<file path="src/uart_ctl_defines.svh">
// UART controller sizes, register map and reset values, included by the package and the RTL
`ifndef UART_CTL_DEFINES_SVH
`define UART_CTL_DEFINES_SVH

// Character and configuration widths
`define UART_DW       8   // Bits per character
`define UART_BW       16  // Baud and sample phase width

// FIFO sizing
`define UART_FIFO_SZ  16  // Entries per FIFO
`define UART_FIFO_CW  5   // Fill counter width, holds 0..SZ

// Register bus
`define UART_AW       6   // Byte address width

// Register offsets, TX channel
`define UART_ADR_TX_DAT 6'h00  // Push into TX FIFO
`define UART_ADR_TX_CNT 6'h04  // TX fill level
`define UART_ADR_TX_BDR 6'h08  // TX baud period
`define UART_ADR_TX_IRQ 6'h10  // TX level threshold

// Register offsets, RX channel
`define UART_ADR_RX_DAT 6'h20  // Pop from RX FIFO
`define UART_ADR_RX_CNT 6'h24  // RX fill level
`define UART_ADR_RX_BDR 6'h28  // RX baud period
`define UART_ADR_RX_SMP 6'h2C  // RX sample phase
`define UART_ADR_RX_IRQ 6'h30  // RX level threshold

// Reset values
`define UART_BDR_RST  7
`define UART_SMP_RST  3
`define UART_IRQ_RST  0

`endif
</file>
<file path="src/uart_pkg.sv">
// Shared UART types: data vectors, register bus request/response and FSM state encodings
`include "uart_ctl_defines.svh"

package uart_pkg;

  //////////////////////////////////////////////////////////////////////
  // Vector types
  //////////////////////////////////////////////////////////////////////

  typedef logic [`UART_DW-1:0]      uart_dat_t;  // One character
  typedef logic [`UART_BW-1:0]      uart_bdr_t;  // Cycles per bit, minus one
  typedef logic [`UART_FIFO_CW-1:0] uart_cnt_t;  // FIFO fill level
  typedef logic [`UART_AW-1:0]      bus_adr_t;   // Register byte address
  typedef logic [31:0]              bus_dat_t;   // Bus word

  //////////////////////////////////////////////////////////////////////
  // Register bus
  //////////////////////////////////////////////////////////////////////

  // Request, a transfer on every cycle with vld high
  typedef struct packed {
    logic     vld;  // Request valid
    logic     wen;  // Write enable
    bus_adr_t adr;  // Address
    bus_dat_t wdt;  // Write data
  } bus_req_t;

  // Read response, one cycle after the request
  typedef struct packed {
    logic     vld;  // Response valid
    bus_dat_t rdt;  // Read data
  } bus_rsp_t;

  //////////////////////////////////////////////////////////////////////
  // FSM states
  //////////////////////////////////////////////////////////////////////

  typedef enum logic [1:0] {
    SER_IDLE, SER_START, SER_DATA, SER_STOP
  } ser_state_t;

  typedef enum logic [1:0] {
    DES_IDLE, DES_START, DES_DATA, DES_STOP
  } des_state_t;

endpackage : uart_pkg

</file>
<file path="src/uart_ctl.sv">
// UART controller top, connects register block, TX FIFO and serializer, RX deserializer and FIFO
`timescale 1ns/1ps

module uart_ctl import uart_pkg::*; (
  input  logic     tcb,
  input  logic     rst,
  // Register bus
  input  bus_req_t req,
  output bus_rsp_t rsp,
  // Serial lines
  input  logic     rxd,
  output logic     txd,
  // Interrupts
  output logic     irq_tx,
  output logic     irq_rx
);

  // Register block to FIFO streams
  logic      tx_bus_vld, rx_bus_vld;
  uart_dat_t tx_bus_dat, rx_bus_dat;
  logic      tx_bus_rdy, rx_bus_rdy;
  // FIFO to serializer, deserializer to FIFO
  logic      tx_str_vld, rx_str_vld;
  uart_dat_t tx_str_dat, rx_str_dat;
  logic      tx_str_rdy;
  // Status and configuration
  uart_cnt_t tx_cnt, rx_cnt;
  uart_bdr_t tx_bdr, rx_bdr, rx_smp;

  //////////////////////////////////////////////////////////////////////
  // Register block
  //////////////////////////////////////////////////////////////////////

  uart_regs regs (
    .tcb, .rst, .req, .rsp,
    .tx_vld (tx_bus_vld), .tx_dat (tx_bus_dat), .tx_rdy (tx_bus_rdy),
    .tx_cnt, .tx_bdr,
    .rx_vld (rx_bus_vld), .rx_dat (rx_bus_dat), .rx_rdy (rx_bus_rdy),
    .rx_cnt, .rx_bdr, .rx_smp,
    .irq_tx, .irq_rx
  );

  //////////////////////////////////////////////////////////////////////
  // TX channel
  //////////////////////////////////////////////////////////////////////

  uart_fifo tx_fifo (
    .tcb, .rst,
    .sti_vld (tx_bus_vld), .sti_dat (tx_bus_dat), .sti_rdy (tx_bus_rdy),
    .sto_vld (tx_str_vld), .sto_dat (tx_str_dat), .sto_rdy (tx_str_rdy),
    .cnt     (tx_cnt)
  );

  uart_ser tx_ser (
    .tcb, .rst, .cfg_bdr (tx_bdr),
    .str_vld (tx_str_vld), .str_dat (tx_str_dat), .str_rdy (tx_str_rdy),
    .txd
  );

  //////////////////////////////////////////////////////////////////////
  // RX channel
  //////////////////////////////////////////////////////////////////////

  uart_des rx_des (
    .tcb, .rst, .cfg_bdr (rx_bdr), .cfg_smp (rx_smp),
    .rxd, .str_vld (rx_str_vld), .str_dat (rx_str_dat)
  );

  // Line cannot stall, a byte arriving at a full FIFO is lost
  uart_fifo rx_fifo (
    .tcb, .rst,
    .sti_vld (rx_str_vld), .sti_dat (rx_str_dat), .sti_rdy (),
    .sto_vld (rx_bus_vld), .sto_dat (rx_bus_dat), .sto_rdy (rx_bus_rdy),
    .cnt     (rx_cnt)
  );

endmodule : uart_ctl

</file>
<file path="src/uart_regs.sv">
// UART register block, decodes bus accesses, keeps configuration, moves FIFO data, drives IRQs
`timescale 1ns/1ps
`include "uart_ctl_defines.svh"

module uart_regs import uart_pkg::*; (
  input  logic      tcb,
  input  logic      rst,
  // Register bus
  input  bus_req_t  req,
  output bus_rsp_t  rsp,
  // TX FIFO push side
  output logic      tx_vld,
  output uart_dat_t tx_dat,
  input  logic      tx_rdy,
  input  uart_cnt_t tx_cnt,
  output uart_bdr_t tx_bdr,
  // RX FIFO pop side
  input  logic      rx_vld,
  input  uart_dat_t rx_dat,
  output logic      rx_rdy,
  input  uart_cnt_t rx_cnt,
  output uart_bdr_t rx_bdr,
  output uart_bdr_t rx_smp,
  // Interrupts
  output logic      irq_tx,
  output logic      irq_rx
);

  uart_cnt_t tx_irq;   // TX threshold
  uart_cnt_t rx_irq;   // RX threshold
  logic      wr;
  logic      rd;
  bus_dat_t  rdt;      // Selected read data
  logic      rsp_vld;
  bus_dat_t  rsp_rdt;

  // Always ready, valid alone is a transfer
  assign wr = req.vld &  req.wen;
  assign rd = req.vld & ~req.wen;

  //////////////////////////////////////////////////////////////////////
  // Configuration writes
  //////////////////////////////////////////////////////////////////////

  always_ff @(posedge tcb) begin
    if (rst) begin
      tx_bdr <= uart_bdr_t'(`UART_BDR_RST);
      tx_irq <= uart_cnt_t'(`UART_IRQ_RST);
      rx_bdr <= uart_bdr_t'(`UART_BDR_RST);
      rx_smp <= uart_bdr_t'(`UART_SMP_RST);
      rx_irq <= uart_cnt_t'(`UART_IRQ_RST);
    end else if (wr) begin
      case (req.adr)
        `UART_ADR_TX_BDR: tx_bdr <= req.wdt[`UART_BW-1:0];       // Upper bits ignored
        `UART_ADR_TX_IRQ: tx_irq <= req.wdt[`UART_FIFO_CW-1:0];
        `UART_ADR_RX_BDR: rx_bdr <= req.wdt[`UART_BW-1:0];
        `UART_ADR_RX_SMP: rx_smp <= req.wdt[`UART_BW-1:0];
        `UART_ADR_RX_IRQ: rx_irq <= req.wdt[`UART_FIFO_CW-1:0];
        default: ;  // Data, status and holes
      endcase
    end
  end

  //////////////////////////////////////////////////////////////////////
  // FIFO strobes
  //////////////////////////////////////////////////////////////////////

  // Write to TX data pushes, full FIFO drops the byte
  assign tx_vld = wr & (req.adr == `UART_ADR_TX_DAT) & tx_rdy;
  assign tx_dat = req.wdt[`UART_DW-1:0];

  // Read of RX data pops the head
  assign rx_rdy = rd & (req.adr == `UART_ADR_RX_DAT);

  //////////////////////////////////////////////////////////////////////
  // Read path
  //////////////////////////////////////////////////////////////////////

  always_comb begin
    case (req.adr)
      `UART_ADR_TX_CNT: rdt = 32'(tx_cnt);
      `UART_ADR_TX_BDR: rdt = 32'(tx_bdr);
      `UART_ADR_TX_IRQ: rdt = 32'(tx_irq);
      `UART_ADR_RX_DAT: rdt = rx_vld ? 32'(rx_dat) : '0;  // Empty reads zero
      `UART_ADR_RX_CNT: rdt = 32'(rx_cnt);
      `UART_ADR_RX_BDR: rdt = 32'(rx_bdr);
      `UART_ADR_RX_SMP: rdt = 32'(rx_smp);
      `UART_ADR_RX_IRQ: rdt = 32'(rx_irq);
      default:          rdt = '0;  // TX data and unmapped
    endcase
  end

  // Response one cycle after the read
  always_ff @(posedge tcb) begin
    if (rst) rsp_vld <= 1'b0;
    else     rsp_vld <= rd;
  end

  always_ff @(posedge tcb) begin
    if (rd) rsp_rdt <= rdt;
  end

  assign rsp = '{vld: rsp_vld, rdt: rsp_rdt};

  // Level interrupts
  assign irq_tx = (tx_cnt < tx_irq);  // TX running low
  assign irq_rx = (rx_cnt > rx_irq);  // RX filling up

endmodule : uart_regs

</file>
<file path="src/uart_des.sv">
// UART receiver, finds the start edge on rxd, samples each bit at a set phase, emits characters
`timescale 1ns/1ps
`include "uart_ctl_defines.svh"

module uart_des import uart_pkg::*; (
  input  logic      tcb,
  input  logic      rst,
  input  uart_bdr_t cfg_bdr,  // Cycles per bit, minus one
  input  uart_bdr_t cfg_smp,  // Sample point within a bit
  // Serial line
  input  logic      rxd,
  // Character stream into RX FIFO, no back-pressure
  output logic      str_vld,
  output uart_dat_t str_dat
);

  localparam int unsigned BIT_W = $clog2(`UART_DW);

  logic       [1:0]       rxd_sync;  // Two-flop synchronizer
  logic                   rxd_dly;   // For edge detect
  logic                   rxd_s;
  logic                   fall;
  des_state_t             state;
  uart_bdr_t              bdr_cnt;
  logic       [BIT_W-1:0] bit_cnt;
  uart_dat_t              shr;
  logic                   bdr_end;
  logic                   smp;
  logic                   bit_last;

  //////////////////////////////////////////////////////////////////////
  // Input synchronizer
  //////////////////////////////////////////////////////////////////////

  always_ff @(posedge tcb) begin
    if (rst) begin
      rxd_sync <= '1;
      rxd_dly  <= 1'b1;
    end else begin
      rxd_sync <= {rxd_sync[0], rxd};
      rxd_dly  <= rxd_s;
    end
  end

  assign rxd_s = rxd_sync[1];
  assign fall  = rxd_dly & ~rxd_s;  // Start bit edge

  //////////////////////////////////////////////////////////////////////
  // Bit timing FSM
  //////////////////////////////////////////////////////////////////////

  assign bdr_end  = (bdr_cnt == cfg_bdr);
  assign smp      = (bdr_cnt == cfg_smp);
  assign bit_last = (bit_cnt == BIT_W'(`UART_DW-1));

  always_ff @(posedge tcb) begin
    if (rst) begin
      state   <= DES_IDLE;
      bdr_cnt <= '0;
      bit_cnt <= '0;
      str_vld <= 1'b0;
    end else begin
      str_vld <= 1'b0;  // Single cycle pulse
      bdr_cnt <= bdr_end ? '0 : bdr_cnt + 1'b1;
      case (state)
        DES_IDLE: begin
          bdr_cnt <= '0;
          if (fall) state <= DES_START;
        end
        DES_START: begin
          if (smp && rxd_s) begin
            state <= DES_IDLE;  // Glitch, not a start bit
          end else if (bdr_end) begin
            state   <= DES_DATA;
            bit_cnt <= '0;
          end
        end
        DES_DATA: if (bdr_end) begin
          if (bit_last) state <= DES_STOP;
          else          bit_cnt <= bit_cnt + 1'b1;
        end
        DES_STOP: if (smp) begin
          str_vld <= rxd_s;  // Low stop bit drops the frame
          state   <= DES_IDLE;
        end
        default: state <= DES_IDLE;
      endcase
    end
  end

  // Data bits arrive LSB first
  always_ff @(posedge tcb) begin
    if ((state == DES_DATA) && smp) shr <= {rxd_s, shr[`UART_DW-1:1]};
  end

  // Stable until the next frame reaches its data bits
  assign str_dat = shr;

endmodule : uart_des

</file>
<file path="src/uart_ser.sv">
// UART transmitter, frames FIFO characters as start, 8 data bits LSB first and stop on txd
`timescale 1ns/1ps
`include "uart_ctl_defines.svh"

module uart_ser import uart_pkg::*; (
  input  logic      tcb,
  input  logic      rst,
  input  uart_bdr_t cfg_bdr,  // Cycles per bit, minus one
  // Character stream from TX FIFO
  input  logic      str_vld,
  input  uart_dat_t str_dat,
  output logic      str_rdy,
  // Serial line
  output logic      txd
);

  localparam int unsigned BIT_W = $clog2(`UART_DW);

  ser_state_t             state;
  uart_bdr_t              bdr_cnt;  // Cycles within current bit
  logic       [BIT_W-1:0] bit_cnt;  // Data bit index
  uart_dat_t              shr;      // Shift register, LSB goes out next
  logic                   bdr_end;
  logic                   bit_last;
  logic                   take;
  logic                   shift;

  assign str_rdy  = (state == SER_IDLE);
  assign take     = str_vld & str_rdy;
  assign bdr_end  = (bdr_cnt == cfg_bdr);
  assign bit_last = (bit_cnt == BIT_W'(`UART_DW-1));
  // Next data bit moves onto the line
  assign shift    = bdr_end & ((state == SER_START) | ((state == SER_DATA) & ~bit_last));

  always_ff @(posedge tcb) begin
    if (rst) begin
      state   <= SER_IDLE;
      txd     <= 1'b1;  // Line idles high
      bdr_cnt <= '0;
      bit_cnt <= '0;
    end else begin
      bdr_cnt <= bdr_end ? '0 : bdr_cnt + 1'b1;
      case (state)
        SER_IDLE: begin
          bdr_cnt <= '0;
          if (take) begin
            state <= SER_START;
            txd   <= 1'b0;  // Start bit
          end
        end
        SER_START: if (bdr_end) begin
          state   <= SER_DATA;
          txd     <= shr[0];
          bit_cnt <= '0;
        end
        SER_DATA: if (bdr_end) begin
          if (bit_last) begin
            txd   <= 1'b1;  // Stop bit
            // Last stop cycle is spent in IDLE, so frames stay back to back
            state <= (cfg_bdr == '0) ? SER_IDLE : SER_STOP;
          end else begin
            txd     <= shr[0];
            bit_cnt <= bit_cnt + 1'b1;
          end
        end
        SER_STOP: if (bdr_cnt == cfg_bdr - 1'b1) state <= SER_IDLE;
        default:  state <= SER_IDLE;
      endcase
    end
  end

  // Payload shift register
  always_ff @(posedge tcb) begin
    if (take)       shr <= str_dat;
    else if (shift) shr <= shr >> 1;
  end

endmodule : uart_ser

</file>
<file path="src/uart_fifo.sv">
// Character FIFO with valid/ready stream ports and a fill counter, used on both UART channels
`timescale 1ns/1ps
`include "uart_ctl_defines.svh"

module uart_fifo import uart_pkg::*; (
  input  logic      tcb,
  input  logic      rst,
  // Input stream
  input  logic      sti_vld,
  input  uart_dat_t sti_dat,
  output logic      sti_rdy,
  // Output stream
  output logic      sto_vld,
  output uart_dat_t sto_dat,
  input  logic      sto_rdy,
  // Fill level
  output uart_cnt_t cnt
);

  localparam int unsigned PW = $clog2(`UART_FIFO_SZ);  // Pointer width

  uart_dat_t         mem [`UART_FIFO_SZ];  // Storage
  logic     [PW-1:0] wr_ptr;
  logic     [PW-1:0] rd_ptr;
  logic              push;
  logic              pop;

  // Handshakes
  assign push = sti_vld & sti_rdy;
  assign pop  = sto_vld & sto_rdy;

  assign sti_rdy = (cnt != uart_cnt_t'(`UART_FIFO_SZ));  // Not full
  assign sto_vld = (cnt != '0);                          // Not empty

  //////////////////////////////////////////////////////////////////////
  // Pointers and counter
  //////////////////////////////////////////////////////////////////////

  always_ff @(posedge tcb) begin
    if (rst) begin
      wr_ptr <= '0;
      rd_ptr <= '0;
      cnt    <= '0;
    end else begin
      if (push) begin
        wr_ptr <= (wr_ptr == PW'(`UART_FIFO_SZ-1)) ? '0 : wr_ptr + 1'b1;
      end
      if (pop) begin
        rd_ptr <= (rd_ptr == PW'(`UART_FIFO_SZ-1)) ? '0 : rd_ptr + 1'b1;
      end
      // Level tracks push/pop, unchanged on both
      case ({push, pop})
        2'b10:   cnt <= cnt + 1'b1;
        2'b01:   cnt <= cnt - 1'b1;
        default: cnt <= cnt;
      endcase
    end
  end

  // Storage write
  always_ff @(posedge tcb) begin
    if (push) mem[wr_ptr] <= sti_dat;
  end

  // Head is visible without a register stage
  assign sto_dat = mem[rd_ptr];

endmodule : uart_fifo

</file>
<file path="config.mk">
export PLATFORM = sky130hd
export DESIGN_NAME = uart_ctl
export DESIGN_NICKNAME = d
export VERILOG_FILES = /design/src/uart_pkg.sv /design/src/uart_ctl.sv /design/src/uart_regs.sv /design/src/uart_des.sv /design/src/uart_ser.sv /design/src/uart_fifo.sv
export VERILOG_INCLUDE_DIRS = /design/src /design/src/src
export SDC_FILE = /design/constraint.sdc
export NUM_CORES = 1
export LEC_CHECK = 0
export BUFFER_PORTS_ARGS = -buffer_cell sky130_fd_sc_hd__buf_2
export CAP_MARGIN = 20
export CORE_MARGIN = 2
export CORE_UTILIZATION = 50
export CTS_CLUSTER_SIZE = 20
export DETAILED_ROUTE_END_ITERATION = 10
export GPL_TIMING_DRIVEN = 1
export PLACE_DENSITY = 0.69
export SLEW_MARGIN = 5
export SYNTH_ARGS = -nofsm -noshare
export SYNTH_HDL_FRONTEND = slang
export SYNTH_SLANG_ARGS = --single-unit
</file>
<file path="constraint.sdc">
create_clock -name tcb -period 3.3 [get_ports tcb]
set_input_delay 0.66 -clock tcb [delete_from_list [all_inputs] [get_ports tcb]]
set_output_delay 0.66 -clock tcb [all_outputs]
set_load 0.05 [all_outputs]
</file>
==> results by group <==
Outcome
  – Status: completed

CTS
  – Resized cells post-CTS: 0
  – H-tree lvl count: 2
  – Cts bufs inserted: 44
  – Clk_lat worst skew: around 0.57 ns
  – CTS root buf: clkbuf_16
  – TritonCTS clock tree: built
  – Longest Clk Path Bufs: 3
  – Clock net sink count: roughly 430
  – Reg clk slew, reported paths: roughly 0.060 ns
  – Post-CTS Setup Repair Bufs: 0
  – Hold-fix buffer count after cts: 0

Synth
  – Post-synth EDFFs: around 290
  – Post-Syn Area: between 15000 and 20000 um^2
  – Ys flop type: edfxtp_1
  – Sequential area share after synthesis: 61.8%
  – #FFs+latches synth: 428
  – Synth warn: 0
  – FFs w/ async S/R, synth: 0%
  – Synth cell types: 66
  – Post-Syn Area per Cell: roughly 13 um^2
  – Syn Inst Count: 1404

Job
  – Maxcap violations: 0

Power
  – Leak Pwr: 7.19 nW
  – Max VDD drop: 0.571 mV
  – Clock power share: a little over two fifths
  – Switching Share: between 20 and 25%
  – Power Dens Cells: slightly below 600 nW/um^2
  – Internal: roughly 9.4 mW
  – P_sw: 2.77 mW
  – Comb power frac: under 10%
  – Share of power burned in registers: around 48%

STA
  – Fin crit period: a little over 3 ns
  – Max-slew violations: 0
  – Fin. Hold Viols: 0
  – Layout Skew: 0.0142 ns
  – Worst slew margin: just under 40%
  – Worst slew pin tran: 0.918 ns
  – Fmax: between 300 and 400 MHz
  – RSZ-0062 raised after global routing: no
  – Fin Setup TNS: 0 ns
  – Final setup violation count: 0
  – Fin crit share: between 90% and 100%
  – Min Hold Slack: 0.273 ns

Floorplanning
  – Io pins: 79
  – Height of the die: between 150 and 200 um
  – Row cnt: 70
  – Die area: 38600 um^2
  – Core box area: about 37000 um^2
  – Starting Density: about half
  – Die W: approximately 200 um

Setup path
  – Critical Path Source Type: flop
  – CP Cell Sequence: inv_1 > ha_1 > nor2b_1 > o21a_1 > o21ai_0 > nand2b_1 > a21oi_1 > a31oi_1 > buf_2
  – Worst-path fanout max: 3
  – Crit path largest cell delay: about 0.36 ns
  – WP data arrival: about 2.4 ns
  – Critical-path top delay cell: dfxtp_1
  – Req. time, crit path: around 2.6 ns
  – Endpoint class of the critical path: output port
  – Crit Path Class: reg -> out

Min path
  – Hold Crit Class: in -> reg

Global routing
  – Vias in the first global route: 11000
  – Layer carrying the most global-route usage: met2
  – Grt met2 use: 34.4%
  – M3 GR Usage: 3.18%
  – First-pass GRT wire length: slightly above 60000 um
  – Largest net degree at the start of global routing: 60
  – All-Layer GR Usage: around a fifth
  – M1 GR Usage: 28.6%
  – GRT Residual Overflow: 0
  – Initial antenna violation count: 1

Finish
  – Commonest cells after routing, fill and taps aside: edfxtp_1, nand2_1, dfxtp_1, nor2_1, a21oi_1
  – Commonest non-fill, non-tap cell in the layout: edfxtp_1
  – Number of diodes: 0
  – Fillers: 2848
  – Synthesis-to-layout area growth: 13.0%
  – Layout cells sized above 1: about 18%
  – Nets: 1555

Drt
  – DR WL/cell: ~20 um
  – Initial DRT Pass Iterations: 5
  – Vias per inst: ~5.6
  – DRC: 0
  – Post-route ant nets: 0
  – Routed vias: between 10000 and 15000
  – Overall routed net length: 39300 um
  – Iteration-0 DRC Markers: 869

Placement
  – Port Buffers: 46
  – HPWL Detailed: between 20000 and 30000 um
  – GP Congestion: about 0.85
[path summary, 6_finish.rpt]
path,startpoint,end,slack (ns),cells past startpoint
worst max register to register,rx_fifo.cnt[1],rx_fifo.cnt[4],0.25,12
worst min-delay path,rxd,rx_des.rxd_sync[0],0.27,2
worst max-delay path,regs.rx_irq[1],irq_rx,0.21,9
worst min register to register,rx_des.rxd_sync[0],rx_des.rxd_sync[1],0.41,1
[layer usage]
layer | up-vias | share of wire [%]
met1 | 5540 | 44
met4 | 2 | 2.6
li1 | 5245 | -
met2 | 289 | 49
met3 | 68 | 5.0
met5 | - | 0.033
[layout make-up]
type                            instances  area [um^2]  share of cell area [%]
Clock buffer                           57         1220                    5.85
Clock inverter                         25          295                    1.41
Inverter                               44          165                   0.789
Multi-Input combinational cell        852         6520                    31.2
Sequential cell                       428        11500                    54.7
Tap cell                              468          586                    2.80
Timing Repair Buffer                  102          678                    3.24
[power by group through the flow]
stage | logic (mW) | clock network, mW | registers [mW]
finish | 1.10 | 5.16 | 5.87
global route | 1.20 | 5.46 | 5.88
detailed placement | 1.10 | 0 | 5.98
global placement | 1.09 | 0 | 5.98
floorplan | 0.804 | 0 | 5.98
CTS | 1.11 | 5.25 | 5.87
[stage by stage]
stage / std cells / worst slack (ns) / total power, mW / util (%) / instance area (um^2)
2_1_floorplan: 1419 / 0.00735 / 6.78 / - / 18600
3_3_place_gp: 1894 / 0.134 / 7.07 / 53.1 / 19400
3_5_place_dp: 1894 / 0.0842 / 7.08 / 53.1 / 19400
4_1_cts: 1976 / 0.184 / 12.2 / 57.3 / 20900
5_1_grt: 1976 / 0.00764 / 12.5 / 57.3 / 20900
6_report: 1976 / 0.213 / 12.1 / 57.3 / 20900
[cell families (layout without fill, tap and decap cells)]
logic type | after synthesis | count (layout) | synth area share [%]
compound gates | 159 | 159 | 5.55
xor+xnor | 97 | 97 | 4.59
fa+ha+maj | 40 | 40 | 2.78
buf+inv | 139 | 228 | 3.30
flops | 428 | 428 | 61.8
mux | 107 | 107 | 11.0
other cells | 1 | 16 | 0.0202
simple gates | 433 | 433 | 11.0
[registers in the layout, indices dropped and copies added (netlist names), 16 cells and up, named ones only]
register	flops
regs.rsp_rdt	16
regs.rx_bdr	16
regs.rx_smp	16
regs.tx_bdr	16
rx_des.bdr_cnt	16
rx_fifo.mem	128
tx_fifo.mem	128
tx_ser.bdr_cnt	16
[worst max-delay path, delay by kind of cell (launching register included)]
family,cells,cell delay (ns)
AOI/OAI and AO/OA,4,0.58
adders and majority gates,1,0.29
buffers and inverters,2,0.41
DFF,1,0.36
and+or+nand+nor,2,0.20
[synthesized netlist by cell type, drive strengths merged (21+ instances only)]
cell type / count / area [um^2]
clkbuf: 62 / 233
o21ai: 21 / 105
xnor2: 52 / 455
nand2: 162 / 611
nand3: 25 / 125
edfxtp: 288 / 8650
a21oi: 81 / 405
ha: 38 / 475
inv: 44 / 165
nand4: 22 / 144
dfxtp: 140 / 2800
mux2i: 22 / 220
mux4: 76 / 1710
nor2: 122 / 458
xor2: 45 / 394
buf: 33 / 214
Power figures use the tool's default switching activity.
